**config.mk**
```make
export PLATFORM = sky130hd
export DESIGN_NAME = tcb_response_slice
export DESIGN_NICKNAME = d
export VERILOG_FILES = /design/src/logic/tcb_pkg.sv /design/src/logic/tcb_response_slice.sv
export VERILOG_INCLUDE_DIRS = /design/src /design/src/include
export SDC_FILE = /design/constraint.sdc
export NUM_CORES = 1
export LEC_CHECK = 0
export ABC_AREA = 1
export BUFFER_PORTS_ARGS = -buffer_cell sky130_fd_sc_hd__buf_4
export CELL_PAD_IN_SITES_DETAIL_PLACEMENT = 1
export CELL_PAD_IN_SITES_GLOBAL_PLACEMENT = 1
export CORE_MARGIN = 2
export CORE_UTILIZATION = 25
export DETAILED_ROUTE_END_ITERATION = 6
export PLACE_DENSITY = 0.92
export SLEW_MARGIN = 40
export SYNTH_ARGS = -nofsm -noshare
export SYNTH_HDL_FRONTEND = slang
export SYNTH_SLANG_ARGS = --single-unit
```
**constraint.sdc**
```tcl
create_clock -name man -period 1.82 [get_ports man]
set_input_delay 0 -clock man [delete_from_list [all_inputs] [get_ports man]]
set_output_delay 0 -clock man [all_outputs]
set_load 0.005 [all_outputs]
```
**src/include/tcb_consts.svh**
```systemverilog
`ifndef TCB_CONSTS_SVH
`define TCB_CONSTS_SVH

//////////////////////////////////////////////////////////////////////
// bus widths
//////////////////////////////////////////////////////////////////////

// data width in bits
`define TCB_DAT 32
// byte lanes, one per 8 data bits
`define TCB_BYT (`TCB_DAT/8)
// byte address width
`define TCB_ADR 10
// width of the logarithmic size field
`define TCB_SIZ 2

//////////////////////////////////////////////////////////////////////
// memory and delays
//////////////////////////////////////////////////////////////////////

// number of word rows in the memory subordinate
`define TCB_MEM_DEP ((1 << `TCB_ADR) / `TCB_BYT)
// response delay of the memory subordinate
`define TCB_MEM_DLY 1
// delay seen at the top, the slice adds one register stage
`define TCB_TOP_DLY (`TCB_MEM_DLY + 1)

`endif

```
**src/logic/tcb_pkg.sv**
```systemverilog
`include "tcb_consts.svh"

package tcb_pkg;

    //////////////////////////////////////////////////////////////////////
    // lane selection mode
    //////////////////////////////////////////////////////////////////////

    // log size: lowest 2**siz lanes, byte enable: lanes from the byt mask
    typedef enum logic {
        TCB_LOG_SIZE = 1'b0,
        TCB_BYTE_ENA = 1'b1
    } tcb_lane_mode_t;

    //////////////////////////////////////////////////////////////////////
    // bus payloads
    //////////////////////////////////////////////////////////////////////

    // request, sampled on the transfer
    typedef struct packed {
        logic                wen;  // write enable
        logic [`TCB_ADR-1:0] adr;  // byte address
        logic [`TCB_SIZ-1:0] siz;  // log2 of transfer size in bytes
        logic [`TCB_BYT-1:0] byt;  // byte enable mask
        logic [`TCB_DAT-1:0] wdt;  // write data
    } tcb_req_t;

    // response, valid a fixed delay after its transfer
    typedef struct packed {
        logic [`TCB_DAT-1:0] rdt;  // read data
        logic                err;  // error flag
    } tcb_rsp_t;

    // lane mask for one request, same rule on both sides of the slice
    function automatic logic [`TCB_BYT-1:0] tcb_lane_sel(
        input tcb_lane_mode_t      mode,
        input logic [`TCB_SIZ-1:0] siz,
        input logic [`TCB_BYT-1:0] byt
    );
        logic [`TCB_BYT-1:0] sel;
        for (int i = 0; i < `TCB_BYT; i++) begin
            if (mode == TCB_LOG_SIZE) begin
                sel[i] = (i < (1 << siz));
            end else begin
                sel[i] = byt[i];
            end
        end
        return sel;
    endfunction

endpackage

```
**src/logic/tcb_response_slice.sv**
```systemverilog
`timescale 1ns/1ps
`include "tcb_consts.svh"

module tcb_response_slice
    import tcb_pkg::*;
#(
    parameter tcb_lane_mode_t MODE = TCB_LOG_SIZE
)(
    input  logic     man,
    input  logic     reset,
    // upstream side, the manager connects here
    input  logic     up_vld,
    input  tcb_req_t up_req,
    output logic     up_rdy,
    output tcb_rsp_t up_rsp,
    // downstream side, the subordinate connects here
    output logic     dn_vld,
    output tcb_req_t dn_req,
    input  logic     dn_rdy,
    input  tcb_rsp_t dn_rsp
);

    // stages in the delay line, one per downstream response cycle
    localparam int DLY = `TCB_MEM_DLY;

    // what the capture stage needs to know about an old transfer
    typedef struct packed {
        logic                trn;
        logic                wen;
        logic [`TCB_SIZ-1:0] siz;
        logic [`TCB_BYT-1:0] byt;
    } dly_t;

    logic                trn;
    dly_t                dly_d;
    dly_t                dly_q [DLY];
    dly_t                last;
    logic [`TCB_BYT-1:0] cap_sel;

    //////////////////////////////////////////////////////////////////////
    // request path
    //////////////////////////////////////////////////////////////////////

    // request and handshake go straight through
    assign dn_vld = up_vld;
    assign dn_req = up_req;
    assign up_rdy = dn_rdy;

    // transfer happens when both sides agree
    assign trn = up_vld & up_rdy;

    //////////////////////////////////////////////////////////////////////
    // transfer delay line
    //////////////////////////////////////////////////////////////////////

    // lane controls travel with the pulse
    // so back to back transfers each see their own request
    assign dly_d.trn = trn;
    assign dly_d.wen = up_req.wen;
    assign dly_d.siz = up_req.siz;
    assign dly_d.byt = up_req.byt;

    always_ff @(posedge man) begin
        if (reset) begin
            for (int i = 0; i < DLY; i++) begin
                dly_q[i] <= '0;
            end
        end else begin
            dly_q[0] <= dly_d;
            // shift further stages, none when the delay is one
            for (int i = 1; i < DLY; i++) begin
                dly_q[i] <= dly_q[i-1];
            end
        end
    end

    // oldest stage lines up with the downstream response
    assign last = dly_q[DLY-1];

    // lanes to capture for that response
    assign cap_sel = tcb_lane_sel(MODE, last.siz, last.byt);

    //////////////////////////////////////////////////////////////////////
    // response registers
    //////////////////////////////////////////////////////////////////////

    always_ff @(posedge man) begin
        if (reset) begin
            up_rsp <= '0;
        end else if (last.trn) begin
            // error follows every transfer, reads and writes
            up_rsp.err <= dn_rsp.err;
            // read data only on reads, only selected lanes
            if (!last.wen) begin
                for (int i = 0; i < `TCB_BYT; i++) begin
                    if (cap_sel[i]) begin
                        up_rsp.rdt[i*8+:8] <= dn_rsp.rdt[i*8+:8];
                    end
                end
            end
        end
    end

endmodule

```
==> flow_metrics.py <==
metrics = {
    "run_status": {
        "status": "completed",
    },
    "critical_path": {
        "crit_arrival_ps": 1510,
        "worst_ep_required_time_ps": 2040,
        "crit_top_cell": "buf_4",
        "cp-start-kind": "input port",
        "max_stage_delay_ps": 530,
        "crit_fanout": 23,
        "critPathBufInv": 4,
        "crit_chain": "dlygate4sd3_1 > buf_4 > inv_1 > buf_4 > nand2_1 > nor2_1",
        "critical-path-top-delay-family": "buffers and inverters",
        "critPathSlowestCell": "dlygate4sd3_1",
        "critical_path_class": "input port to flop",
        "crit_path_end_kind": "flop",
    },
    "routing": {
        "wire_per_inst_um": 12.2,
        "drt_wl_total_um": 5110,
        "viasPerCell": 4.06,
        "ant_nets": 0,
        "drt-pass1-iter-count": 4,
        "first_iter_violations": 32,
        "vias": 1705,
        "route.detailed.drc": 0,
    },
    "logic_synthesis": {
        "synthDistinctLibCells": 10,
        "syn-cell-area_um2": 1830,
        "ys_ff_latch": 37,
        "syn_nets": 347,
        "seq_area_frac_synth": 0.405,
        "yosys_warnings": 0,
        "yosys.area.top_type_share": 0.405,
        "synth_cells": 261,
        "yosysTopAreaCell": "dfxtp_1",
        "synth_area_per_cell_um2": 7.00,
        "ys_top_cells_by_area": "dfxtp_1 41%, buf_4 23%, nor2_1 15%",
    },
    "sta": {
        "maxSlewViolCount": 0,
        "fmax_ghz": 0.772,
        "rsz0062_at_grt": "no",
        "fin_ws_ps": 524,
        "relSlewSlack": 0.719,
        "fin_crit_ps": 1300,
        "fin_skew_ps": 8.82,
        "finalSetupViolCount": 0,
        "period_share": 0.712,
        "tightestPinTransition_ps": 420,
        "tns_ps": 0,
        "hold_viol_final": 0,
    },
    "floorplan": {
        "rows": 31,
        "die_area_um2": 8010,
        "start_util": 0.255,
        "coreArea_um2": 7180,
        "die_y_um": 89.5,
        "die_w_um": 89.5,
        "io_pins": 170,
    },
    "placement": {
        "dp_hpwl_um": 3490,
        "gp_congestion": 0.624,
        "io_buffers": 77,
        "place_ws_ps": 585,
    },
    "pwr": {
        "leakage_nw": 1.30,
        "power.total_mw": 1.68,
        "p_per_area_nw_per_um2": 669,
        "vdd_ir_drop_max_mv": 0.235,
    },
    "global_routing": {
        "antenna_found_initial": 0,
        "grt_usage": 0.130,
        "grt_pass1_wl_um": 7940,
        "grt_pass1_vias": 1728,
        "grt.overflow.total": 0,
        "grt_max_degree": 33,
    },
    "clock_tree": {
        "cts_tree": "built",
        "cts.path.max_buffers": 2,
        "numCtsBuffers": 5,
        "cts_setup_buffers": 0,
        "cts.clk_slew.worst_paths_ps": 80,
        "cts-resized-gates": 0,
        "cts_max_level": 2,
        "numClockSinks": 37,
        "cts_root_buf": "clkbuf_8",
        "cts_hold_buf": 31,
        "clk_latency_ps": 290,
    },
    "layout": {
        "n_antenna_cell": 0,
        "layout_common_cells": "79 x buf_4, 71 x nor2_1, 43 x nand2_1",
        "area_growth_pct": 37.7,
        "num-fill-cells": 905,
        "layout-drive-gt1-share": 0.277,
        "nNetsFinal": 406,
        "layout_commonest_cell": "buf_4",
    },
    "flow_run": {
        "drv_cap": 0,
    },
    "min_path": {
        "hold_class": "input port to output pin",
    },
}
==> cell usage after synthesis <==
master and count:
buf_2 1, buf_4 55, nor2_4 2, dfxtp_1 37, inv_1 32, nand3_1 9
nor2_1 71, clkbuf_1 2, nand2_1 43, o21ai_0 9
==> worst paths after layout <==
path / start / endpoint / slack (ps) / cells after the start
setup / recovery: reset / up_rsp[30] / 520 / 6
hold reg to reg: up_rsp[16] / up_rsp[16] / 490 / 2
hold / removal: up_req[13] / dn_req[13] / 0.001 / 0
setup reg to reg: dly_q[0][7] / up_rsp[11] / 580 / 5
==> final cells by class <==
class | instances | area (um2) | area share
repair buffers | 110 | 903 | 0.359
flip-flops and latches | 37 | 741 | 0.295
multi-input cells | 134 | 541 | 0.215
well taps | 99 | 124 | 0.0493
inverters | 32 | 120 | 0.0478
clock buffers | 5 | 68.8 | 0.0274
clock inverters | 3 | 17.5 | 0.00697
==> cells by family after synthesis <==
family / Yosys count / share of synthesized area
buffers and inverters: 90 / 0.299
flip-flops: 37 / 0.405
AO/OA/AOI/OAI: 9 / 0.0247
AND/OR/NAND/NOR: 125 / 0.271
==> per-stage QoR <==
step	area (um2)	cells	util	hold slack, ps
final	2510	420	0.350	0.00143
after global routing	2510	420	0.350	0.00795
after CTS	2510	420	0.350	0.0346
after detailed placement	2120	381	0.295	0.0346
after global placement	2120	381	0.295	0.0346
after floorplan	1830	261	-	71.2
==> flip-flops by register name, indices dropped and copies added, names as in the netlist <==
signal / count
dly_q: 4
up_rsp: 33
==> report_power, final <==
| group | internal (mW) | total, mW | switching [mW] | leakage (nW) |
|---|---|---|---|---|
| logic | 0.152 | 0.250 | 0.0978 | 0.950 |
| registers | 0.835 | 0.850 | 0.0154 | 0.301 |
| clock network | 0.265 | 0.583 | 0.318 | 0.0439 |
==> worst register-to-register path, delay by kind of cell, from the launching register on <==
| kind | cells | cell delay (ps) |
|---|---|---|
| buffers and inverters | 1 | 120 |
| flip-flops | 1 | 400 |
| AND/OR/NAND/NOR | 4 | 610 |
==> per-layer routing <==
metal | vias to the layer above | track usage | wire (um)
li1 | 832 | - | -
met4 | 0 | 0.0597 | 132
met1 | 775 | 0.130 | 2020
met3 | 22 | 0.0397 | 309
met5 | - | 0 | 0
met2 | 76 | 0.246 | 2650
No activity file was read; power rests on OpenSTA's default activity.
